<file path="config.mk">
export PLATFORM = sky130hd
export DESIGN_NAME = array_lane
export DESIGN_NICKNAME = d
export VERILOG_FILES = /design/src/hw/mmsa_pkg.sv /design/src/hw/array_lane.sv
export VERILOG_INCLUDE_DIRS = /design/src /design/src/hw
export SDC_FILE = /design/constraint.sdc
export NUM_CORES = 2
export LEC_CHECK = 0
export ABC_AREA = 1
export BUFFER_PORTS_ARGS = -buffer_cell sky130_fd_sc_hd__buf_2
export CAP_MARGIN = 20
export CORE_MARGIN = 3
export CORE_UTILIZATION = 40
export DETAILED_ROUTE_END_ITERATION = 6
export HOLD_SLACK_MARGIN = 0.12
export MAX_ROUTING_LAYER = met4
export SYNTH_ARGS = -nofsm -noshare
export SYNTH_HDL_FRONTEND = slang
export SYNTH_SLANG_ARGS = --single-unit
</file>
<file path="constraint.sdc">
create_clock -name clk -period 4.95 [get_ports clk]
set_clock_uncertainty 0.2 [all_clocks]
set_input_delay 0.7425 -clock clk [delete_from_list [all_inputs] [get_ports clk]]
set_output_delay 0.7425 -clock clk [all_outputs]
set_load 0.01 [all_outputs]
</file>
<file path="src/hw/mmsa_settings.svh">
`ifndef MMSA_SETTINGS_SVH
`define MMSA_SETTINGS_SVH

// matrix geometry, fixed at build time
`define MMSA_MAT_DIM 4

// number of stored X matrices, and of stored W matrices
`define MMSA_MAT_COUNT 4

// signed entry width
`define MMSA_ELEM_W 16

// lane partial sums and the output value
`define MMSA_SUM_W 40

// matrix index, log2 of the matrix count
`define MMSA_IDX_W 2

`endif

</file>
<file path="src/hw/mmsa_pkg.sv">
`default_nettype none

`include "mmsa_settings.svh"

package mmsa_pkg;

    // one signed matrix entry
    typedef logic signed [`MMSA_ELEM_W-1:0] elem_t;

    // partial or final sum
    typedef logic signed [`MMSA_SUM_W-1:0] sum_t;

    // selects one stored matrix
    typedef logic [`MMSA_IDX_W-1:0] mat_idx_t;

    // a whole W row, element j in bits [j*ELEM_W +: ELEM_W]
    typedef logic [`MMSA_MAT_DIM*`MMSA_ELEM_W-1:0] weight_row_t;

    typedef enum logic [1:0] {
        FEED_IDLE,
        FEED_LOAD,
        FEED_RUN
    } feed_state_t;

endpackage

`default_nettype wire

</file>
<file path="src/hw/array_lane.sv">
`default_nettype none

`include "mmsa_settings.svh"

module array_lane
    import mmsa_pkg::*;
(
    input  logic        clk,
    input  logic        rst_n,
    input  weight_row_t weight_row,
    input  elem_t       x_in,
    output sum_t        lane_sum
);

    localparam int DIM    = `MMSA_MAT_DIM;
    localparam int PROD_W = 2 * `MMSA_ELEM_W;

    // one product per tap, widened to the sum width
    sum_t prod  [DIM];
    sum_t chain [DIM];

    genvar k;
    generate
        for (k = 0; k < DIM; k++) begin : g_tap
            elem_t                    w_k;
            logic signed [PROD_W-1:0] mul;

            assign w_k     = elem_t'(weight_row[k*`MMSA_ELEM_W +: `MMSA_ELEM_W]);
            assign mul     = x_in * w_k;
            assign prod[k] = sum_t'(mul);
        end
    endgenerate

    // transposed FIR, tap k holds W[r][k]
    // chain[0] after step t is the sum of x(t-k)*w[k]
    always_ff @(posedge clk or negedge rst_n) begin
        if (!rst_n) begin
            for (int i = 0; i < DIM; i++) begin
                chain[i] <= '0;
            end
        end else begin
            for (int i = 0; i < DIM - 1; i++) begin
                chain[i] <= prod[i] + chain[i+1];
            end
            // tail tap has nothing behind it
            chain[DIM-1] <= prod[DIM-1];
        end
    end

    assign lane_sum = chain[0];

endmodule

`default_nettype wire

</file>
# Yosys cells after proc, flatten, opt, wreduce, memory -nomap -nowiden
# Cells that the tools add are included.
# totals
register_bits	145
out_inout_bits	40
# op_classes
addsub	3
n_mul	4
# op_table
op	n
multiplier 16 x 16 -> 32 bit	4
adder 32 x 40 -> 40 bit	1
adder 32 x 33 -> 34 bit	1
adder 32 x 32 -> 33 bit	1

# Depth between registers and ports, before layout
# depth
depth_word	2
ltp_mapped	29

# Worst setup path after synthesis
# Ideal clock, no wire load.
# synth_timing
kind	input port to flip-flop
startpoint	in x_in[15]
endpoint	reg chain (netlist bit lane_sum[39])
setup_ps	118
t_arrival_ps	6113
t_required_ps	4632
path_slack_ps	-1481
path_stages	22
n_path_buf	2
cell_sequence	buf_2 > clkbuf_1 > nand2_1 > inv_1 > fa_1 > fa_1 > inv_1 > fa_1 > fa_1 > inv_1 > fa_1 > inv_1 > fa_1 > inv_1 > ha_1 > nand2_1 > nor3_1 > nand2_1 > nor2_1 > nand3b_1 > nand4_1 > nand2_1
# synth_between
elab_chain_cells	2
# synth_lines
element	line	text
start: declaration	array_lane.sv:11	input elem_t x_in,
multiplier 16 x 16 -> 32 bit	array_lane.sv:29	assign mul = x_in * w_k;
adder 32 x 40 -> 40 bit	array_lane.sv:43	chain[i] <= prod[i] + chain[i+1];
end signal: indexed assignment	array_lane.sv:43	
end signal: indexed assignment	array_lane.sv:46	chain[DIM-1] <= prod[DIM-1];
end: declaration	array_lane.sv:20	sum_t chain [DIM];
# Every way passes these cells.

# Worst setup path after layout
# layout_timing
startpoint	in x_in[15]
endpoint	reg chain[108] in the netlist's numbering
# layout_between
elab_chain_cells	2
# layout_lines
element	line
multiplier 16 x 16 -> 32 bit	array_lane.sv:29
adder 32 x 33 -> 34 bit	array_lane.sv:43
# Every way passes these cells.

==> impl_metrics.yaml <==
global_route:
  grt_usage_pct: 25.8
  grt_pass1_vias: 46458
  grt_overflow: 0
  antenna_found_initial: 13
  grt_first_pass_wirelength_um: 262000
  grt_max_degree: 73
worst_setup_path:
  path_class: "primary input to flop"
  end_kind: "flop"
  critPathArrivalTime_ns: 5.84
  crit_path_start_kind: "primary input"
  cp_data_required_time_ns: 5.13
  crit_fanout: 7
  rrSetupSlack_ns: 0.20
detailed_routing:
  wl_per_cell_um: 18.3
  drt_iter0_markers: 2611
  ant_nets: 0
  vias_per_cell: 4.70
  drc: 0
  firstDrtPassIters: 6
  wl_um: 167000
  vias: 42993
sta:
  setup_violations: 109
  fmax_mhz: 177
  fin_crit_sh_pct: 114
  slew_headroom_pct: 49.1
  setup_tns_ns: -56.10
  rsz0062_at_grt: "yes"
  tightestPinTransition_ns: 0.764
  fin_crit_ns: 5.66
  slew_viol_final: 0
  hold_viol_final: 0
  holdWs_ns: 0.318
  fin_ws_ns: -0.706
die:
  ioPinCount: 122
  row_count: 132
  die_w_um: 368
  start_util_pct: 40.4
  die_h_um: 368
  die_area_sq_um: 136000
  core_sq_um: 130000
clock_tree:
  cts.clk_slew.worst_paths_ns: 0.07
  ctsLongestPathBuffers: 2
  htreeDepth: 4
  cts_buffers: 17
  root_buffer: "clkbuf_16"
  insertion_delay_ns: 0.51
  cts_tree: "done"
  clkSinkCount: 145
yosys:
  async_flop_share_pct: 100
  synth_cell_types: 40
  yosys.area.top_type: "fa_1"
  synth-edff-count: 0
  synth.top_cell.area_share_pct: 45.9
  synthTopCellsByArea: "fa_1, inv_1, nand2_1"
  yosys_warnings: 0
  synthesis.area_sq_um: 52600
  synthFlopType: "dfrtp_1"
  ys_seq_area_share_pct: 6.90
  synth_fp_nets: 8297
  syn_inst: 6606
  ys_ff_latch: 145
  syn_area_per_cell_sq_um: 7.96
cells_and_area:
  fillers: 11850
  drive_gt1_share_pct: 30.0
  areaGrowthSynthToFinish_pct: 33.1
  fin_cells: 9139
  nets: 9059
  postLayoutCellArea_sq_um: 69900
outcome:
  outcome: "finished, violations left"
  violations: "negative setup slack"
place:
  dpl.cell_count: 8889
  place.gp.congestion: 0.949
  hpwl_um: 133000
  port_buffers: 121
  place_area_sq_um: 62700
run:
  max_cap_viol_count: 0
hold_path:
  hold_class: "flop to flop"
worst paths after layout:
kind                                          start                    end  depth (start not counted)
worst max register to register  chain[55]$_DFF_PN0_   chain[107]$_DFF_PN0_                         19
worst min register to register  chain[40]$_DFF_PN0_    chain[80]$_DFF_PN0_                          1
worst min-delay path            chain[40]$_DFF_PN0_    chain[80]$_DFF_PN0_                          1
max in group asynchronous                     rst_n   chain[110]$_DFF_PN0_                          3
worst max-delay path                       x_in[15]   chain[108]$_DFF_PN0_                         24
min in group asynchronous                     rst_n  lane_sum[0]$_DFF_PN0_                          2
critical path, stage by stage:
cell	delay, ns
buf_16	0.15
buf_16	0.17
nand2_4	0.08
inv_2	0.04
fa_2	0.54
buf_6	0.15
fa_1	0.46
inv_1	0.05
fa_1	0.50
inv_2	0.05
fa_1	0.49
fa_1	0.53
inv_2	0.04
fa_1	0.57
inv_2	0.06
ha_4	0.33
nand2_4	0.09
nor2_4	0.14
inv_2	0.06
nor2_2	0.09
nor2_2	0.05
or2_1	0.24
nand4_1	0.07
nand2_1	0.07
cells in the final DEF (no fill, tap or decap), drive strengths merged, types with 32 or more instances in the layout:
master,synthesis,layout
fa,1205,1205
nand3,141,141
o21ai,56,56
ha,404,404
buf,64,1002
clkbuf,212,32
nor2,265,265
nand2,1648,1648
xor2,76,76
a21oi,125,125
dfrtp,145,145
nand4,33,33
inv,2129,2134
metrics by stage:
step / worst slack, ns / util [%]
after floorplan: -0.931 / -
after global placement: -1.40 / 48.2
after detailed placement: -1.40 / 48.2
after CTS: -0.640 / 50.9
after global routing: -0.858 / 53.8
final: -0.706 / 53.8
Yosys cell counts, types with 3 or more instances:
cell,n
inv_1,2115
nand2_1,1628
fa_1,1205
ha_1,404
nor2_1,254
clkbuf_1,211
dfrtp_1,145
nand3_1,136
a21oi_1,121
xor2_1,76
o21ai_0,51
buf_4,40
nand4_1,33
buf_1,23
o21bai_1,21
nand2_2,20
xnor2_1,18
nor3_1,15
inv_2,14
nand3b_1,10
a21o_1,9
nor2_2,8
nor3_2,7
nand3_2,5
nor4_1,5
o21ai_1,5
a21oi_2,4
nor2_4,3
o21a_1,3
or2_1,3
or2_2,3
area by class of cell:
cell class	instances	area (sq um)	share of cell area (%)
clock inverter	13	173	0.247
antenna	16	40.0	0.0572
sequential	145	3630	5.19
inverter	2129	8030	11.5
timing repair buffer	1019	10000	14.3
clock buffer	19	453	0.648
multi-input combinational	4056	45400	64.9
tap	1742	2180	3.12
sequential cells by signal (all words and copies together), names as in the netlist:
register	count
chain	105
lane_sum	40
per-layer routing:
layer	wire length [um]	GRT usage (%)	vias to the layer above
met1	69800	33.6	21532
met2	78400	42.0	1223
met4	7330	7.88	0
met3	11700	3.65	293
li1	-	-	19945
met5	0	-	-
timing repair:
action                                  in CTS  in global routing
setup buffers                               59                119
hold buffers                                 1                  0
endpoints found under the setup margin     112                113
pin swaps                                  194                416
gates resized for setup                    402                743
cloned                                      28                  8
hold endpoints to repair                    70                  0
cell families (layout without fill, tap and decap cells):
family	count (synthesis)	after routing	share of synthesized area (%)
compound gates	220	220	2.32
other cells	0	16	0
flops	145	145	6.90
buf+inv	2405	3180	17.5
simple gates	2133	2133	16.2
fa+ha+maj	1609	1609	55.5
xor+xnor	94	94	1.57
Power is not shown: default switching activity piles up to over one toggle a cycle in this logic, so the estimate is an artifact.
