==> config.mk <==
export PLATFORM = sky130hd
export DESIGN_NAME = operand_feeder
export DESIGN_NICKNAME = d
export VERILOG_FILES = /design/src/hw/mmsa_pkg.sv /design/src/hw/operand_feeder.sv
export VERILOG_INCLUDE_DIRS = /design/src /design/src/hw
export SDC_FILE = /design/constraint.sdc
export NUM_CORES = 2
export LEC_CHECK = 0
export BUFFER_PORTS_ARGS = -buffer_cell sky130_fd_sc_hd__buf_2
export CAP_MARGIN = 40
export CORE_ASPECT_RATIO = 1.75
export CORE_UTILIZATION = 55
export DETAILED_ROUTE_END_ITERATION = 12
export HOLD_SLACK_MARGIN = 0.15
export PLACE_DENSITY = 0.72
export RECOVER_POWER = 25
export REMOVE_ABC_BUFFERS = 1
export SLEW_MARGIN = 0
export SYNTH_ARGS = -nofsm -noshare
export SYNTH_HDL_FRONTEND = slang
export SYNTH_SLANG_ARGS = --single-unit
==> constraint.sdc <==
create_clock -name clk -period 3.2 [get_ports clk]
set_clock_uncertainty 0.1 [all_clocks]
set_input_delay 0.16 -clock clk [delete_from_list [all_inputs] [get_ports clk]]
set_output_delay 0.16 -clock clk [all_outputs]
set_load 0.05 [all_outputs]
==> src/hw/mmsa_settings.svh <==
`ifndef MMSA_SETTINGS_SVH
`define MMSA_SETTINGS_SVH

// matrix geometry, fixed at build time
`define MMSA_MAT_DIM 4

// number of stored X matrices, and of stored W matrices
`define MMSA_MAT_COUNT 4

// signed entry width
`define MMSA_ELEM_W 16

// lane partial sums and the output value
`define MMSA_SUM_W 40

// matrix index, log2 of the matrix count
`define MMSA_IDX_W 2

`endif

==> src/hw/mmsa_pkg.sv <==
`default_nettype none

`include "mmsa_settings.svh"

package mmsa_pkg;

    // one signed matrix entry
    typedef logic signed [`MMSA_ELEM_W-1:0] elem_t;

    // partial or final sum
    typedef logic signed [`MMSA_SUM_W-1:0] sum_t;

    // selects one stored matrix
    typedef logic [`MMSA_IDX_W-1:0] mat_idx_t;

    // a whole W row, element j in bits [j*ELEM_W +: ELEM_W]
    typedef logic [`MMSA_MAT_DIM*`MMSA_ELEM_W-1:0] weight_row_t;

    typedef enum logic [1:0] {
        FEED_IDLE,
        FEED_LOAD,
        FEED_RUN
    } feed_state_t;

endpackage

`default_nettype wire

==> src/hw/operand_feeder.sv <==
`default_nettype none

`include "mmsa_settings.svh"

module operand_feeder
    import mmsa_pkg::*;
(
    input  logic        clk,
    input  logic        rst_n,
    input  logic        in_valid,
    input  logic        in_valid2,
    input  elem_t       matrix,
    input  mat_idx_t    i_mat_idx,
    input  mat_idx_t    w_mat_idx,
    output weight_row_t weight_rows [`MMSA_MAT_DIM],
    output elem_t       lane_x [`MMSA_MAT_DIM],
    output logic        feed_valid
);

    localparam int DIM       = `MMSA_MAT_DIM;
    localparam int POS_W     = $clog2(DIM);
    localparam int CNT_W     = 1 + `MMSA_IDX_W + 2 * POS_W;
    localparam int LAST_STEP = 2 * DIM;
    localparam int STEP_W    = $clog2(LAST_STEP + 1);

    // ------------------------------------------------------------------
    // storage and load addressing
    // ------------------------------------------------------------------
    elem_t x_mem [`MMSA_MAT_COUNT][DIM][DIM];
    elem_t w_mem [`MMSA_MAT_COUNT][DIM][DIM];

    feed_state_t state, state_nxt;

    logic [CNT_W-1:0]  load_cnt;
    logic              load_is_w;
    mat_idx_t          load_mat;
    logic [POS_W-1:0]  load_row;
    logic [POS_W-1:0]  load_col;
    logic              load_wr;
    logic              last_entry;
    logic              loaded;

    logic              run_start;
    mat_idx_t          x_sel;
    mat_idx_t          w_sel;
    logic [STEP_W-1:0] step;
    logic [POS_W-1:0]  feed_row;
    logic              feed_row_on;
    logic              feed_on;

    // top bit picks X or W, then matrix, row, column
    assign {load_is_w, load_mat, load_row, load_col} = load_cnt;

    assign load_wr    = in_valid && (state != FEED_RUN);
    assign last_entry = &load_cnt;

    // only after a full load, and never mid-computation
    assign run_start = (state == FEED_IDLE) && in_valid2 && !in_valid && loaded;

    always_ff @(posedge clk) begin
        if (load_wr) begin
            if (load_is_w) begin
                w_mem[load_mat][load_row][load_col] <= matrix;
            end else begin
                x_mem[load_mat][load_row][load_col] <= matrix;
            end
        end
    end

    always_ff @(posedge clk or negedge rst_n) begin
        if (!rst_n) begin
            load_cnt <= '0;
            loaded   <= 1'b0;
        end else if (load_wr) begin
            load_cnt <= load_cnt + 1'b1;
            if (last_entry) begin
                loaded <= 1'b1;
            end
        end
    end

    // ------------------------------------------------------------------
    // state machine
    // ------------------------------------------------------------------
    always_comb begin
        state_nxt = state;
        case (state)
            FEED_IDLE: begin
                if (in_valid) begin
                    state_nxt = FEED_LOAD;
                end else if (run_start) begin
                    state_nxt = FEED_RUN;
                end
            end
            FEED_LOAD: begin
                if (in_valid && last_entry) begin
                    state_nxt = FEED_IDLE;
                end
            end
            FEED_RUN: begin
                if (step == STEP_W'(LAST_STEP)) begin
                    state_nxt = FEED_IDLE;
                end
            end
            default: state_nxt = FEED_IDLE;
        endcase
    end

    always_ff @(posedge clk or negedge rst_n) begin
        if (!rst_n) begin
            state <= FEED_IDLE;
            step  <= '0;
            x_sel <= '0;
            w_sel <= '0;
        end else begin
            state <= state_nxt;
            if (run_start) begin
                x_sel <= i_mat_idx;
                w_sel <= w_mat_idx;
            end
            if (state == FEED_RUN && step != STEP_W'(LAST_STEP)) begin
                step <= step + 1'b1;
            end else begin
                step <= '0;
            end
        end
    end

    // ------------------------------------------------------------------
    // operand streaming
    // ------------------------------------------------------------------
    // step 1..DIM carries X rows, the rest of the window flushes zeros
    assign feed_row    = POS_W'(step - 1'b1);
    assign feed_row_on = (state == FEED_RUN) && (step != '0) && (step <= STEP_W'(DIM));
    assign feed_on     = (state == FEED_RUN) && (step != '0) && (step < STEP_W'(LAST_STEP));

    always_ff @(posedge clk or negedge rst_n) begin
        if (!rst_n) begin
            for (int r = 0; r < DIM; r++) begin
                weight_rows[r] <= '0;
                lane_x[r]      <= '0;
            end
            feed_valid <= 1'b0;
        end else begin
            // W rows are captured once, right after the start edge
            if (state == FEED_RUN && step == '0) begin
                for (int r = 0; r < DIM; r++) begin
                    for (int j = 0; j < DIM; j++) begin
                        weight_rows[r][j*`MMSA_ELEM_W +: `MMSA_ELEM_W] <= w_mem[w_sel][r][j];
                    end
                end
            end
            for (int r = 0; r < DIM; r++) begin
                lane_x[r] <= feed_row_on ? x_mem[x_sel][feed_row][r] : '0;
            end
            feed_valid <= feed_on;
        end
    end

endmodule

`default_nettype wire

Yosys cells after proc, flatten, opt, wreduce, memory -nomap -nowiden
Memory sizes are Yosys's and may differ from the RTL's. A register that Yosys moved wholly into a read port is not among the register bits.
Cells that the tools add are included.
{"block": "word_totals", "ff_bits": 83, "ram_bits": 2048, "in_bits": 24, "output_inout_bits": 321, "word_cells": 77, "n_memories": 2}
{"name": "w_mem", "depth": 4, "width": 256, "read_ports": 1, "rd_ports_with_merged_regs": 1, "wr": 1, "line": "operand_feeder.sv:30", "rtl": "elem_t w_mem [`MMSA_MAT_COUNT][DIM][DIM];"}
{"name": "x_mem", "depth": 4, "width": 256, "read_ports": 1, "rd_ports_with_merged_regs": 0, "wr": 1, "line": "operand_feeder.sv:29", "rtl": "elem_t x_mem [`MMSA_MAT_COUNT][DIM][DIM];"}
{"block": "classes", "addsub": 3, "magnitude_cmp": 7, "eq_ne": 8, "n_mux": 23, "n_bitwise": 3, "reduce_logical": 20}
{"operator": "256-bit 2-to-1 mux", "n": 2}
{"operator": "64-bit 2-to-1 mux", "n": 3}
{"operator": "64-bit binary-select mux with 2-bit select", "n": 1}
{"operator": "64-bit demux with 2-bit select", "n": 1}
{"operator": "16-bit 2-to-1 mux", "n": 5}
{"operator": "16-bit demux with 2-bit select", "n": 1}
{"operator": "1-bit logical AND", "n": 12}
{"operator": "3-bit >= comparator, second input constant", "n": 3}
{"operator": "2-bit NOT with 3-bit output", "n": 3}
{"operator": "2-bit 2-to-1 mux", "n": 4}
{"operator": "8-bit AND reduction", "n": 1}
{"operator": "7-bit by 1-bit adder with 7-bit output, second input constant", "n": 1}
{"operator": "7-bit AND reduction", "n": 1}
{"operator": "3-bit by 1-bit < comparator with 1-bit output, second input constant", "n": 2}
{"operator": "2-bit != test, second input constant", "n": 3}
{"operator": "2-bit one-hot mux with 3 select lines", "n": 1}
{"operator": "4-bit by 1-bit adder with 4-bit output, second input constant", "n": 1}
{"operator": "4-bit equality test, second input constant", "n": 1}
{"operator": "4-bit by 3-bit less-or-equal comparator with 1-bit output, second input constant", "n": 1}
{"operator": "4-bit logical NOT", "n": 1}
{"operator": "4-bit < comparator, second input constant", "n": 1}
{"operator": "1-bit 2-to-1 mux", "n": 4}
{"operator": "4-bit 2-to-1 mux", "n": 1}
{"operator": "4-bit != test, second input constant", "n": 1}
{"operator": "8 further kinds", "n": 9}

Logic depth before layout (Yosys ltp)
{"block": "depth", "depth_word": 8, "mapped_depth": 11, "depth_no_buf": 6}

Least setup slack after synthesis
No wires, ideal clock.
{"block": "synth_timing", "path_type": "reg-to-reg", "start": "reg load_cnt[0]", "end": "mem w_mem[3][0] (netlist bit), enable pin", "setup_time_ns": 0.411, "t_arrival_ns": 2.292, "required_ns": 2.689, "slack_ns": 0.398, "path_stages_with_launch": 5, "n_path_buf": 1, "synth_period_minus_slack_ns": 2.802, "cell_sequence": "dfrtp_1 ha_1 clkbuf_1 nand4_1 nor3_1"}
{"block": "synth_between", "elab_chain_cells": 8, "word_cells_on_any_way": 9, "classes_between": "order compare: 2; mux: 5; bitwise: 1; reduce/logical: 1"}
{"element": "from (decl)", "line": "operand_feeder.sv:34", "rtl": "logic [CNT_W-1:0] load_cnt;"}
{"element": "from (signal assigned)", "line": "operand_feeder.sv:75", "rtl": "load_cnt <= load_cnt + 1'b1;"}
{"element": "2-bit NOT with 3-bit output (not written as such) *", "line": "operand_feeder.sv:63", "rtl": "w_mem[load_mat][load_row][load_col] <= matrix;"}
{"element": "3-bit >= comparator (not written as such) or 3-bit by 1-bit < comparator with 1-bit output (tied branches)", "line": "operand_feeder.sv:63"}
{"element": "1-bit logical AND (not written as such)", "line": "operand_feeder.sv:63"}
{"element": "16-bit 2-to-1 mux (not written as such)", "line": "operand_feeder.sv:63"}
{"element": "16-bit demux with 2-bit select *", "line": "operand_feeder.sv:63"}
{"element": "64-bit 2-to-1 mux (not written as such) *", "line": "operand_feeder.sv:63"}
{"element": "64-bit demux with 2-bit select *", "line": "operand_feeder.sv:63"}
{"element": "256-bit 2-to-1 mux (not written as such) *", "line": "operand_feeder.sv:63"}
{"element": "to (decl)", "line": "operand_feeder.sv:30"}
Mark *: on every way between the ends. The rest lies on a longest branch, timed or not.

Worst setup path after layout
{"block": "layout_timing", "start": "in matrix[6]", "end": "mem w_mem[1][38] (netlist bit) (data pin)"}
{"element": "from (decl)", "line": "operand_feeder.sv:12", "rtl": "input elem_t matrix,"}
Straight into the memory's write port.

==> flow_metrics.py <==
metrics = {
    "layout": {
        "final_area_um2": 101000,
        "fin_util": 0.637,
        "mostFrequentLayoutCells": "edfxtp_1, mux4_2, dfrtp_1",
        "nets": 4492,
        "register_area_um2": 70000,
        "layout-drive-gt1-share": 0.331,
        "fill_cells": 10300,
        "multiInputGateArea_um2": 17000,
        "layout_commonest_cell": "edfxtp_1",
        "syn_to_final_growth_pct": 14.8,
    },
    "routing": {
        "drt_wl_total_um": 202000,
        "drcViolationCount": 0,
        "wl_per_cell_um": 30.3,
        "drt-pass1-iter-count": 5,
        "vias": 41300,
        "ant_nets": 0,
        "drt_iter0_drc": 3998,
        "vias_per_cell": 6.18,
    },
    "worst_setup_path": {
        "crit_arrival_ps": 3040,
        "ff2ff_path_depth": 6,
        "startpoint_type": "input port",
        "critPathMaxFanout": 37,
        "crit_type": "in2reg",
        "end_kind": "flip-flop",
        "critPathRequiredTime_ps": 3390,
    },
    "outcome": {
        "outcome": "complete, but fails checks",
        "violations": "max-capacitance violations, max-slew violations",
    },
    "place": {
        "placed_cell_area_um2": 94000,
        "io_buffers": 344,
        "gp_routability_congestion": 0.792,
        "hpwl_um": 121000,
    },
    "yosys": {
        "ys.flop_type": "edfxtp_1",
        "yosysUniqueCellTypes": 33,
        "syn_area_per_cell_um2": 23.0,
        "syn_inst": 3827,
        "yosysWarnings": 0,
        "synth_edf_count": 2048,
        "synthArstFlopShare": 0.142,
        "seq_area_frac_synth": 0.796,
        "syn-cell-area_um2": 87900,
        "yosysTopAreaCell": "edfxtp_1",
        "yosys.area.top_type_share": 0.700,
        "ys_seq_elements": 2387,
        "synth_area_leaders": "edfxtp_1, mux4_2, dfrtp_1",
    },
    "pwr": {
        "leakage_nw": 33.9,
        "ir_drop_mv": 0.462,
        "p_per_area_nw_per_um2": 643,
        "totalPowerFinal_mw": 64.9,
    },
    "floorplanning": {
        "die_w_um": 304,
        "num_rows": 193,
        "dieArea_um2": 161000,
        "io_pins": 345,
        "core_um2": 158000,
        "start_util": 0.555,
        "die_y_um": 531,
    },
    "worst_hold_path": {
        "whs_path_depth": 4,
        "hold_path.class": "in2reg",
    },
    "clocking": {
        "clkLatencyLatePin_ps": 850,
        "cts-root-buf": "clkbuf_16",
        "cts.sinks": 2387,
        "cts_buffer_depth": 4,
        "cts_tree": "done",
        "cts_resized": 0,
        "path_clk_slew_ps": 70,
        "htreeDepth": 4,
        "cts_inserted_buffers": 200,
    },
    "timing": {
        "post-route-min-period_ps": 2850,
        "slew_headroom": -0.898,
        "timing.final.hold_violations": 0,
        "worst_pin_slew_ps": 2850,
        "fin_tns_setup_ps": 0,
        "max_clock_freq_ghz": 0.351,
        "rsz0062_at_grt": "no",
        "setup_violations": 0,
        "min_period_over_period": 0.890,
        "slew_violations": 727,
    },
    "global_routing": {
        "overflow": 0,
        "antenna_found_initial": 7,
        "grt_max_degree": 97,
        "first_global_vias": 42900,
        "grt_pass1_wl_um": 295000,
        "grt.total_usage": 0.253,
    },
    "flow_run": {
        "cap_violations": 15,
    },
}
==> cell type report <==
type	count	share of cell area
Antenna cell	4	0.0000992
Clock inverter	85	0.00933
Clock buffer	280	0.0562
Inverter	6	0.000223
Multi-Input combinational cell	1237	0.169
Timing Repair Buffer	630	0.0463
Sequential cell	2387	0.694
Tap cell	2047	0.0254
==> per-stage QoR <==
stage,hold WS [ps],std cells,setup WS [ps]
after detailed placement,139,6273,610
after CTS,161,6672,566
final,229,6676,351
after global routing,238,6673,299
after global placement,125,6272,615
after floorplan,-236,3630,-7850
==> logic make-up after synthesis <==
group           Yosys count  synth area share
compound gates          131            0.0107
xor+xnor                  8          0.000797
fa+ha+maj                 6          0.000854
buf+inv                 203            0.0111
flops                  2387             0.796
mux                     786             0.166
simple gates            306            0.0143
==> worst paths after layout <==
kind | start | endpoint | slack [ps]
max reg2reg | state[0] | w_mem[0][125] | 570
min reg2reg | weight_rows[152] | weight_rows[152] | 380
min | in_valid | state[0] | 230
max | matrix[6] | w_mem[1][38] | 350
max in group asynchronous | rst_n | weight_rows[153] | 660
min in group asynchronous | rst_n | lane_x[36] | 1830
==> synth_stat cells, drive strengths merged (4+ instances only) <==
| cell type | instances |
|---|---|
| a21oi | 50 |
| a221o | 50 |
| a22oi | 14 |
| buf | 119 |
| clkbuf | 78 |
| dfrtp | 339 |
| edfxtp | 2048 |
| ha | 6 |
| inv | 6 |
| mux2 | 260 |
| mux2i | 14 |
| mux4 | 512 |
| nand2 | 130 |
| nand2b | 4 |
| nand3 | 4 |
| nand4 | 12 |
| nor2 | 130 |
| nor2b | 4 |
| nor3 | 12 |
| o21ai | 17 |
| xnor2 | 7 |
==> sequential cells by signal, summed over array words and instances (netlist names), 4 cells and up <==
name	flops
weight_rows	256
step	4
w_mem	1024
load_cnt	7
lane_x	64
x_mem	1024
==> per-layer routing <==
metal	routed length (µm)	global-route usage
met1	74500	0.319
met2	108000	0.453
met3	13400	0.0370
met4	6350	0.0822
met5	28	0
==> where the power goes <==
group          switching [mW]  internal (mW)
clock network            10.8           13.9
logic                    3.87           1.13
registers               0.483           34.8
==> timing repair <==
action / 4_1_cts / 5_1_grt
hold endpoints to repair: 2257 / 0
buffers inserted: 0 / 0
hold buffers: 34 / 0
setup endpoints to repair: 0 / 0
==> worst max-delay path, cell delays in order <==
cell and delay (ps):
dlygate4sd3_1 550, clkbuf_1 680, clkbuf_1 1590
Note: power is estimated with default switching activity, not from simulation.
