==> src/hw/mmsa_settings.svh <==
`ifndef MMSA_SETTINGS_SVH
`define MMSA_SETTINGS_SVH

// matrix geometry, fixed at build time
`define MMSA_MAT_DIM 4

// number of stored X matrices, and of stored W matrices
`define MMSA_MAT_COUNT 4

// signed entry width
`define MMSA_ELEM_W 16

// lane partial sums and the output value
`define MMSA_SUM_W 40

// matrix index, log2 of the matrix count
`define MMSA_IDX_W 2

`endif

==> src/hw/mmsa_pkg.sv <==
`default_nettype none

`include "mmsa_settings.svh"

package mmsa_pkg;

    // one signed matrix entry
    typedef logic signed [`MMSA_ELEM_W-1:0] elem_t;

    // partial or final sum
    typedef logic signed [`MMSA_SUM_W-1:0] sum_t;

    // selects one stored matrix
    typedef logic [`MMSA_IDX_W-1:0] mat_idx_t;

    // a whole W row, element j in bits [j*ELEM_W +: ELEM_W]
    typedef logic [`MMSA_MAT_DIM*`MMSA_ELEM_W-1:0] weight_row_t;

    typedef enum logic [1:0] {
        FEED_IDLE,
        FEED_LOAD,
        FEED_RUN
    } feed_state_t;

endpackage

`default_nettype wire

==> src/hw/diagonal_summer.sv <==
`default_nettype none

`include "mmsa_settings.svh"

module diagonal_summer
    import mmsa_pkg::*;
(
    input  logic clk,
    input  logic rst_n,
    input  sum_t lane_sum [`MMSA_MAT_DIM],
    input  logic feed_valid,
    output logic out_valid,
    output sum_t out_value
);

    logic valid_d;
    sum_t tree_sum;

    // ------------------------------------------------------------------
    // reduction across lanes
    // ------------------------------------------------------------------
    always_comb begin
        tree_sum = '0;
        for (int r = 0; r < `MMSA_MAT_DIM; r++) begin
            tree_sum = tree_sum + lane_sum[r];
        end
    end

    // ------------------------------------------------------------------
    // output register
    // ------------------------------------------------------------------
    // lane sums trail the feed by one cycle
    always_ff @(posedge clk or negedge rst_n) begin
        if (!rst_n) begin
            valid_d   <= 1'b0;
            out_valid <= 1'b0;
            out_value <= '0;
        end else begin
            valid_d   <= feed_valid;
            out_valid <= valid_d;
            // value forced to zero outside the burst
            out_value <= valid_d ? tree_sum : '0;
        end
    end

endmodule

`default_nettype wire

==> config.mk <==
export PLATFORM = sky130hd
export DESIGN_NAME = diagonal_summer
export DESIGN_NICKNAME = d
export VERILOG_FILES = /design/src/hw/mmsa_pkg.sv /design/src/hw/diagonal_summer.sv
export VERILOG_INCLUDE_DIRS = /design/src /design/src/hw
export SDC_FILE = /design/constraint.sdc
export NUM_CORES = 1
export LEC_CHECK = 0
export ABC_CLOCK_PERIOD_IN_PS = 2600
export BUFFER_PORTS_ARGS = -buffer_cell sky130_fd_sc_hd__buf_2
export CAP_MARGIN = 10
export CORE_MARGIN = 4
export CORE_UTILIZATION = 54
export CTS_BUF_LIST = sky130_fd_sc_hd__clkbuf_8
export DETAILED_ROUTE_END_ITERATION = 8
export GPL_TIMING_DRIVEN = 0
export PLACE_DENSITY = 0.88
export SETUP_SLACK_MARGIN = 0.1
export SLEW_MARGIN = 20
export SYNTH_ARGS = -nofsm -noshare
export SYNTH_HDL_FRONTEND = slang
export SYNTH_SLANG_ARGS = --single-unit
==> constraint.sdc <==
create_clock -name clk -period 2.6 [get_ports clk]
set_input_delay 0.39 -clock clk [delete_from_list [all_inputs] [get_ports clk]]
set_output_delay 0.39 -clock clk [all_outputs]
set_load 0.01 [all_outputs]
# Word level (Yosys, flattened, before mapping)
# Index checks and enable logic that the tools add are counted.
# classes
n_addsub,3
mux,1
# ops
op,count
adder 40 bit,3
2-to-1 mux 40 bit,1
# word_totals
regBits,42
in_bits,163
output_inout_bits,41
wordCells,7

# Longest topological paths before layout
# Gate-level depths: netlist (run 1).
# depth
ltp_word,4
depth_mapped,13
mapped_depth_nobuf,13

# Worst setup path after synthesis (run 1)
# Ideal clock, no wire load.
# synth_path
path_type,in2reg
from,in lane_sum[20] (netlist bit)
to,reg out_value[39]
setup_time_ps,126
arrival_time_ps,3558
required_time_ps,2474
slack_ps,-1084
cell_stages,13
n_path_buf,1
cell_sequence,inv_1 > fa_1 > fa_1 > inv_1 > ha_1 > buf_6 > a211oi_2 > o21bai_1 > a221o_1 > or3b_1 > a311o_1 > and2_0 > a311o_1
# synth_via
elab_chain_cells,2
# synth_lines
element,line_no,rtl
"start, declared",diagonal_summer.sv:10,"input sum_t lane_sum [`MMSA_MAT_DIM],"
adder 40 bit,diagonal_summer.sv:25,tree_sum = tree_sum + lane_sum[r];
2-to-1 mux 40 bit,diagonal_summer.sv:42,out_value <= valid_d ? tree_sum : '0;
"end signal, assigned",diagonal_summer.sv:42,
"end, declared",diagonal_summer.sv:13,output sum_t out_value
# Every way passes these cells.

# Final worst setup path (run 1)
# Same ends and word-level chain as after synthesis.

==> results of run 1 <==
-- Yosys cell counts, types with 3 or more instances --
cell	count	area share [%]
and2_1	5	0.52
a311o_1	3	0.50
nand2_1	40	2.5
o21ai_0	13	1.1
nor2_1	45	2.8
nand2b_1	4	0.42
inv_1	226	14
xnor2_1	15	2.2
o21ai_1	8	0.67
mux2i_1	3	0.50
xor2_1	10	1.5
o21bai_1	10	1.3
nand3b_1	3	0.38
fa_1	78	26
a21o_1	17	2.1
a211oi_1	10	1.3
nor3_1	14	1.2
nand4_1	14	1.5
dfrtp_1	42	18
ha_1	39	8.2
a21oi_1	43	3.6
nor3b_1	3	0.38
nand3_1	15	1.3
and3_1	8	0.84
clkbuf_1	14	0.88
-- layout make-up --
cell class                      count  area, um2
Inverter                          227        882
Clock inverter                      2       8.76
Clock buffer                        6       82.6
Buffer                             14        120
Multi-Input combinational cell    444       5000
Fill cell                         581       1850
Sequential cell                    42       1050
Timing Repair Buffer              266       1680
Tap cell                          140        175
-- how the worst max path moves through the flow --
stage	start	endpoint	slack (ps)	cells past startpoint
4_1_cts	lane_sum[60]	out_value[37]$_DFF_PN0_	-980	15
3_5_place_dp	lane_sum[20]	out_value[39]$_DFF_PN0_	-1490	14
6_report	lane_sum[20]	out_value[39]$_DFF_PN0_	-940	13
2_1_floorplan	lane_sum[20]	out_value[39]$_DFF_PN0_	-1070	13
5_1_grt	lane_sum[23]	out_value[39]$_DFF_PN0_	-960	13
3_3_place_gp	lane_sum[20]	out_value[39]$_DFF_PN0_	-1440	14
-- power groups by stage --
stage	registers (mW)	clock network, mW	logic [mW]
2_1_floorplan	1.15	0	2.77
3_3_place_gp	0.979	0	3.89
3_5_place_dp	0.985	0	3.99
4_1_cts	0.971	0.440	4.75
5_1_grt	1.01	0.483	6.35
6_report	0.989	0.453	5.95
-- logic make-up (layout without fill, tap and decap cells) --
logic type      count (synthesis)  in the layout  share of synthesized area, %
compound gates                134            134                          14.9
fa+ha+maj                     117            117                          34.3
xor+xnor                       25             25                          3.66
flops                          42             42                          17.6
buf+inv                       243            515                          15.5
mux                             3              3                         0.502
simple gates                  165            165                          13.6
-- layer usage --
layer,vias up,wire length [um]
met4,0,945
met5,-,0
met1,3021,6830
li1,2811,-
met2,389,10400
met3,113,1560
-- registers in the layout, summed over array words and instances, names as in the netlist --
register,count
out_valid,1
out_value,40
valid_d,1
-- metrics by stage --
step / instance area (um2) / hold WS, ps
5_1_grt: 8990 / 204
3_3_place_gp: 7490 / 411
4_1_cts: 8270 / 217
6_report: 8990 / 215
3_5_place_dp: 7490 / 407
2_1_floorplan: 6300 / 94.4
-- timing repair --
action	4_1_cts	5_1_grt
pin swaps	71	97
setup endpoints to repair	34	36
resized for setup	98	122
cloned	0	0
hold buffers	0	1
hold endpoints to repair	0	10
setup buffers	31	33
-- critical path, cell delays in order --
cell and delay, ps:
buf_8 80, inv_8 20, fa_1 510, fa_1 550, inv_2 50, ha_4 220, a211oi_4 240, o21bai_2 140
a221o_1 340, or3b_1 390, a311o_1 350, and2_1 170, a311o_1 260
==> flow_summary.yaml, run 1 <==
run_status:
  status: "finished with violations"
  violations: "setup timing"
floorplan:
  pin_count: 204
  rows: 38
  die_x_um: 113
  design.die.area_um2: 12800
  start_util_pct: 55.2
  die_h_um: 113
  core-area_um2: 10800
synthesis:
  yosysWarnings: 0
  synth-seq-area-share_pct: 17.6
  synth_cell_types: 59
  synthesis.area_um2: 5980
  syn_avg_cell_area_um2: 8.20
  synth-seq-cells: 42
  ys.flop_type: "dfrtp_1"
  syn-instance-count: 729
  synth_edf_count: 0
  syn_nets: 1009
  synthArstFlopShare_pct: 100
power:
  intPower_mw: 3.88
  netSwitchingFraction_pct: 47.5
  power_leakage_nw: 4.75
  total_power_mw: 7.39
  pwr-share-seq_pct: 13.4
  peakVddDrop_mv: 0.415
  power.density_nw_per_um2: 822
  pwr-share-clk_pct: 6.1
  p_switching_mw: 3.51
  combPwrFrac_pct: 80.5
timing:
  setup_viol: 35
  setup_tns_ps: -19440
  grt_setup_unrepaired: "yes"
  period_minus_slack_ps: 3540
  period_share_pct: 136
  worst_pin_slew_ps: 912
  hold_violations: 0
  setup_slack_ps: -936
  skew_ps: 4.67
  max_freq_mhz: 283
  final_max_slew_viol_count: 0
  slew_headroom_pct: 38.5
detailed_routing:
  post_drt_wl_per_cell_um: 17.3
  drt-initial-drc-count: 486
  dr_total_vias: 6334
  drcViolationCount: 0
  drt-pass1-iter-count: 7
  ant_nets: 0
  drt-total-wl_um: 19800
  via_per_inst: 5.55
global_routing:
  grtUsageTotal_pct: 25.3
  use_met1_pct: 30.7
  use_met2_pct: 46.1
  grt_pass1_vias: 6109
  grt_pass1_wl_um: 26800
  grt_util_met3_pct: 3.85
  grt_overflow_total: 0
  grt_max_degree: 43
  antenna_found_initial: 0
  grt.busiest_layer: "met2"
clock_tree:
  cts_max_path_buffers: 2
  clk-insertion-delay-late_ps: 290
  cts_sinks: 42
  cts_tree: "done"
  clkTransAtPathRegs_ps: 90
  root_buffer: "clkbuf_8"
  h-tree-depth: 2
  cts-buffers-inserted: 5
hold_path:
  min_from: "feed_valid"
  holdPathEnd: "valid_d$_DFF_PN0_"
  worstHoldPathCells: 1
  hold_path_class: "in2reg"
cells_and_area:
  area_growth_pct: 50.4
  final_util_pct: 83.0
  final_common_cell: "buf_2"
  diodes: 0
  drive_gt1_share_pct: 46.1
  fin_cells: 1141
  num-nets-final: 1280
  final_cell_mix: "191 x buf_2, 183 x inv_1, 73 x fa_1"
placed_design:
  dp_hpwl_um: 12300
  place_congestion: 0.869
  dp_cells: 1072
  io_buffers: 203
  post-place-ws_ps: -1490
critical_path:
  cp_data_required_time_ps: 2780
  endpoint_kind: "flip-flop"
  r2r_end: "out_value[38]$_DFF_PN0_"
  reg2reg_slack_ps: 810
  start_kind: "input pin"
  worstRegToRegCells: 5
  crit_fanout: 2
  crit_arrival_ps: 3720
  regToRegStartpoint: "valid_d$_DFF_PN0_"
  critPathKind: "in2reg"
run:
  maxCapViolations: 0
Power figures use the tool's default switching activity.
==> run 2: changes to the inputs <==
--- a/config.mk
+++ b/config.mk
@@ -9,12 +9,14 @@
 export ABC_CLOCK_PERIOD_IN_PS = 2600
 export BUFFER_PORTS_ARGS = -buffer_cell sky130_fd_sc_hd__buf_2
 export CAP_MARGIN = 10
+export CELL_PAD_IN_SITES_DETAIL_PLACEMENT = 1
+export CELL_PAD_IN_SITES_GLOBAL_PLACEMENT = 1
 export CORE_MARGIN = 4
-export CORE_UTILIZATION = 54
+export CORE_UTILIZATION = 41
 export CTS_BUF_LIST = sky130_fd_sc_hd__clkbuf_8
 export DETAILED_ROUTE_END_ITERATION = 8
 export GPL_TIMING_DRIVEN = 0
-export PLACE_DENSITY = 0.88
+export PLACE_DENSITY = 0.92
 export SETUP_SLACK_MARGIN = 0.1
 export SLEW_MARGIN = 20
 export SYNTH_ARGS = -nofsm -noshare
==> run 2 against run 1 <==
Against the previous run:
- the run still ends with setup timing left
- non-clock buffer count stayed put
- utilization is 18 points lower
- register-to-register slack worse by 380 ps
- first-iteration DRC count is 22% higher
- count of clock-buffer cells in the layout is 1 lower
- final area is 1.5% higher
- flip-flop and latch count stayed put
- via count is 9.5% higher
- final cell count is 3.5% higher
- setup slack worse by 59 ps
- highest routed layer unchanged
==> flow_summary.yaml, run 2 (same netlist as run 1, synthesis figures left out) <==
floorplan:
  start_util_pct: 42.4
  rows: 43
  core-area_um2: 14100
  die_x_um: 129
  design.die.area_um2: 16600
  die_h_um: 129
  pin_count: 204
global_routing:
  grt_pass1_wl_um: 36000
  grtUsageTotal_pct: 27.5
  antenna_found_initial: 0
  grt_max_degree: 43
  grt_pass1_vias: 7122
  grt_overflow_total: 0
cells_and_area:
  drive_gt1_share_pct: 48.3
  area_growth_pct: 52.6
  num-nets-final: 1280
  largestRegisters: "out_value x40, out_valid x1, valid_d x1"
  final_cell_mix: "186 x buf_2, 177 x inv_1, 72 x fa_1"
  top_register: "out_value"
  fin_cells: 1181
  diodes: 0
  final_common_cell: "buf_2"
  largest_register_ffs: 40
detailed_routing:
  drt-total-wl_um: 30200
  ant_nets: 0
  dr_total_vias: 6938
  post_drt_wl_per_cell_um: 25.6
  drcViolationCount: 0
  drt-initial-drc-count: 591
  drt-pass1-iter-count: 9
  via_per_inst: 5.87
critical_path:
  reg2reg_slack_ps: 430
  regToRegStartpoint: "valid_d$_DFF_PN0_"
  cp_data_required_time_ps: 2850
  r2r_end: "out_value[38]$_DFF_PN0_"
  critPathMaxStageDelay_ps: 540
  crit_fanout: 5
  crit_chain: "buf_2 > inv_2 > fa_1 > fa_1 > inv_2 > ha_4 > buf_4 > nand2_1 > nor2_1 > a221o_1 > or3b_1 > a311o_1 > and2_4 > a311o_1"
  crit_slowest_cell: "fa_1"
  worstRegToRegCells: 5
  endpoint_kind: "flip-flop"
  critPathKind: "in2reg"
  start_kind: "input pin"
  crit_arrival_ps: 3840
clock_tree:
  cts_max_path_buffers: 2
  cts_hold_buf: 0
  clkTransAtPathRegs_ps: 120
  cts_sinks: 42
  clk-insertion-delay-late_ps: 360
  cts-buffers-inserted: 5
  h-tree-depth: 2
  cts_tree: "done"
  root_buffer: "clkbuf_8"
power:
  power_leakage_nw: 4.77
  peakVddDrop_mv: 0.333
  power.density_nw_per_um2: 913
timing:
  setup_viol: 34
  period_minus_slack_ps: 3590
  final_max_slew_viol_count: 0
  slew_headroom_pct: 40.9
  worst_pin_slew_ps: 887
  skew_ps: 24.1
  max_freq_mhz: 278
  grt_setup_unrepaired: "yes"
  hold_violations: 0
  hold_ws_ps: 66.8
  period_share_pct: 138
  setup_slack_ps: -995
placed_design:
  dp_cells: 1112
  post-place-ws_ps: -1600
  dp_hpwl_um: 16000
  io_buffers: 203
  place_congestion: 0.858
run:
  maxCapViolations: 0
run_status:
  violations: "setup timing"
  status: "finished with violations"
hold_path:
  hold_path_class: "in2async"
run 2: cell types whose count changed in the layout (fill, tap and decap cells not counted), sizes merged:
cell,previous run,this run
clkinvlp,0,1
bufinv,0,1
clkinv,2,1
dlygate4sd3,1,0
run 2: worst max-delay path by stage:
stage | to | slack (ps) | from
finish | out_value[39]$_DFF_PN0_ | -990 | lane_sum[28]
detailed placement | out_value[39]$_DFF_PN0_ | -1600 | lane_sum[20]
CTS | out_value[39]$_DFF_PN0_ | -990 | lane_sum[60]
global placement | out_value[39]$_DFF_PN0_ | -1470 | lane_sum[20]
global route | out_value[39]$_DFF_PN0_ | -1050 | lane_sum[56]
floorplan | out_value[39]$_DFF_PN0_ | -1070 | lane_sum[20]
run 2: final cells by class:
| class | instances | area, um2 |
|---|---|---|
| clock inverters | 3 | 41.3 |
| well taps | 180 | 225 |
| inverters | 227 | 885 |
| plain buffers | 13 | 96.3 |
| fillers | 1672 | 4970 |
| repair buffers | 267 | 1670 |
| flip-flops and latches | 42 | 1050 |
| clock buffers | 5 | 68.8 |
| multi-input cells | 444 | 5090 |
run 2: worst max-delay path, delay by kind of cell:
kind / cells / cell delay, ps
buf+inv: 4 / 320
simple gates: 4 / 810
compound gates: 3 / 1060
fa+ha+maj: 3 / 1260
run 2: per-layer routing:
layer  global-route usage [%]  up-vias  part of all wire (%)
met1                     29.7     3439                    34
met4                     10.1        0                   7.2
met2                     53.9      476                    52
li1                         -     2818                     -
met5                        0        -                     0
met3                     3.78      205                   7.6
run 2: report_power, final:
group          internal, mW  switching [mW]  leakage [nW]
Combinational          2.84            3.85          4.18
Clock                 0.285           0.331        0.0556
Sequential            0.917           0.106         0.537
run 2: through the flow:
stage	total power, mW	TNS (ps)	area (um2)	util, %
2_1_floorplan	3.92	-14340	6300	-
3_3_place_gp	4.93	-28060	7540	53.5
3_5_place_dp	5.20	-30940	7540	53.5
4_1_cts	6.62	-15830	8440	59.9
5_1_grt	8.64	-23830	9130	64.7
6_report	8.33	-21780	9130	64.7
run 2: timing repair:
| action | CTS | global route |
|---|---|---|
| gates resized for setup | 115 | 126 |
| pin swaps | 70 | 80 |
| setup buffers | 31 | 36 |
| endpoints found under the setup margin | 35 | 35 |
==> run 3: changes to the inputs <==
--- a/config.mk
+++ b/config.mk
@@ -11,12 +11,13 @@
 export CAP_MARGIN = 10
 export CELL_PAD_IN_SITES_DETAIL_PLACEMENT = 1
 export CELL_PAD_IN_SITES_GLOBAL_PLACEMENT = 1
+export CORE_ASPECT_RATIO = 2
 export CORE_MARGIN = 4
 export CORE_UTILIZATION = 41
 export CTS_BUF_LIST = sky130_fd_sc_hd__clkbuf_8
 export DETAILED_ROUTE_END_ITERATION = 8
 export GPL_TIMING_DRIVEN = 0
-export PLACE_DENSITY = 0.92
+export PLACE_DENSITY = 0.95
 export SETUP_SLACK_MARGIN = 0.1
 export SLEW_MARGIN = 20
 export SYNTH_ARGS = -nofsm -noshare
==> run 3 against run 2 <==
Against the previous run:
- the flow still finishes with violations (setup timing)
- utilization shrank 0.32 points
- register-to-register slack improved by 30 ps
- die area is 0.71% higher
- count of clock-buffer cells in the layout stayed put
- combinational power up 5.5%
- global-route usage is 2.1 points higher
- largest cell class unchanged
==> flow_summary.yaml, run 3 (same netlist as run 1, synthesis figures left out) <==
cells_and_area:
  top_register: "out_value"
  final_cell_mix: "183 x buf_2, 179 x inv_1, 74 x fa_1"
  final_common_cell: "buf_2"
  final_util_pct: 64.4
  area_growth_pct: 54.6
  largest_register_ffs: 40
  drive_gt1_share_pct: 47.9
  fin_cells: 1195
  largestRegisters: "out_value x40, out_valid x1, valid_d x1"
  num-nets-final: 1281
clock_tree:
  cts-buffers-inserted: 5
  h-tree-depth: 2
  root_buffer: "clkbuf_8"
  clk-insertion-delay-late_ps: 350
  cts_sinks: 42
  clkTransAtPathRegs_ps: 130
  cts_hold_buf: 0
  cts_tree: "done"
  cts_max_path_buffers: 2
critical_path:
  cp_data_required_time_ps: 2850
  crit_arrival_ps: 3980
  crit_chain: "buf_2 > inv_1 > fa_1 > fa_1 > inv_1 > ha_4 > a21oi_1 > o21ai_1 > a221o_1 > or3b_1 > a311o_2 > and2_4 > a311o_1"
  worstRegToRegCells: 5
  crit_fanout: 7
  start_kind: "input pin"
  crit_slowest_cell: "fa_1"
  critPathMaxStageDelay_ps: 520
  critPathKind: "in2reg"
  endpoint_kind: "flip-flop"
timing:
  setup_slack_ps: -1140
  slew_headroom_pct: 32.0
  hold_violations: 0
  grt_setup_unrepaired: "yes"
  final_max_slew_viol_count: 0
  skew_ps: 20.5
  period_share_pct: 144
  setup_tns_ps: -26900
  setup_viol: 36
  worst_pin_slew_ps: 1010
  max_freq_mhz: 267
  period_minus_slack_ps: 3740
detailed_routing:
  drcViolationCount: 0
  dr_total_vias: 7217
  drt-total-wl_um: 34300
  drt-pass1-iter-count: 6
  ant_nets: 0
  drt-initial-drc-count: 599
  via_per_inst: 6.04
  post_drt_wl_per_cell_um: 28.7
placed_design:
  io_buffers: 203
  place_congestion: 0.863
  dp_hpwl_um: 17400
  dp_cells: 1124
floorplan:
  die_h_um: 179
  core-area_um2: 14400
  start_util_pct: 41.7
  design.die.area_um2: 16700
  pin_count: 204
  die_x_um: 93.4
  rows: 62
power:
  intPower_mw: 4.08
  pwr-share-clk_pct: 6.2
  power_leakage_nw: 4.80
  power.density_nw_per_um2: 936
  p_switching_mw: 4.57
  combPwrFrac_pct: 81.6
  netSwitchingFraction_pct: 52.8
  peakVddDrop_mv: 0.340
  pwr-share-seq_pct: 12.2
run:
  maxCapViolations: 0
global_routing:
  grt_pass1_wl_um: 38200
  grt_max_degree: 43
  grt_overflow_total: 0
  grtUsageTotal_pct: 29.6
  grt_pass1_vias: 7465
  antenna_found_initial: 1
run_status:
  violations: "setup timing"
  status: "finished with violations"
hold_path:
  hold_path_class: "in2async"
==> run 3: cell types whose count changed in the layout (fill, tap and decap cells not counted), moves of 3 or more <==
cell / delta
o21ai_0: +3
nand2_2: -4
nor3_2: -6
buf_4: -7
buf_2: -3
buf_6: +11
nor3_1: +5
inv_2: -5
nand2_4: +4
==> run 3: path summary, 6_finish.rpt <==
path | start | endpoint | slack, ps
min reg2reg | valid_d$_DFF_PN0_ | out_valid$_DFF_PN0_ | 450
min in group clk | feed_valid | valid_d$_DFF_PN0_ | 140
max reg2reg | valid_d$_DFF_PN0_ | out_value[38]$_DFF_PN0_ | 460
min | rst_n | out_value[4]$_DFF_PN0_ | 40
max | lane_sum[25] | out_value[39]$_DFF_PN0_ | -1140
max in group asynchronous | rst_n | out_value[27]$_DFF_PN0_ | 2070
==> run 3: layer usage <==
| layer | routed length [um] | global-route usage (%) | up-vias | part of all wire (%) |
|---|---|---|---|---|
| met3 | 2920 | 4.20 | 282 | 8.5 |
| met4 | 3760 | 20.5 | 2 | 11 |
| li1 | - | - | 2817 | - |
| met1 | 10100 | 27.4 | 3468 | 30 |
| met5 | 12 | 0 | - | 0.035 |
| met2 | 17500 | 57.5 | 648 | 51 |
==> run 3: metrics by stage <==
stage	setup WS [ps]	total power, mW	hold slack, ps	area [um2]
2_1_floorplan	-1070	3.92	94.4	6300
3_3_place_gp	-1520	4.97	403	7560
3_5_place_dp	-1570	5.25	418	7560
4_1_cts	-1040	6.51	163	8390
5_1_grt	-1170	8.89	82.8	9240
6_report	-1140	8.65	37.5	9240
==> run 3: what timing repair did <==
action | CTS | global route
setup buffers | 28 | 39
gates resized for setup | 111 | 146
setup endpoints to repair | 33 | 36
pin swaps | 53 | 95
==> run 3: power groups by stage <==
stage	logic (mW)	clock network, mW	registers (mW)
final	7.06	0.537	1.06
after global routing	7.29	0.539	1.06
after CTS	5.03	0.486	0.993
after detailed placement	4.24	0	1.01
after global placement	3.99	0	0.977
after floorplan	2.77	0	1.15
==> run 3: layout make-up <==
| type | count | area (um2) |
|---|---|---|
| Sequential cell | 42 | 1050 |
| Fill cell | 1647 | 5110 |
| Antenna cell | 1 | 2.50 |
| Clock buffer | 5 | 68.8 |
| Clock inverter | 3 | 23.8 |
| Buffer | 13 | 105 |
| Inverter | 227 | 890 |
| Multi-Input combinational cell | 444 | 5150 |
| Timing Repair Buffer | 268 | 1720 |
| Tap cell | 192 | 240 |
==> run 3: critical path, delay by kind of cell <==
kind / cells / cell delay [ps]
AOI/OAI and AO/OA: 5 / 1560
adders and majority gates: 3 / 1250
buffers and inverters: 3 / 190
and+or+nand+nor: 2 / 580
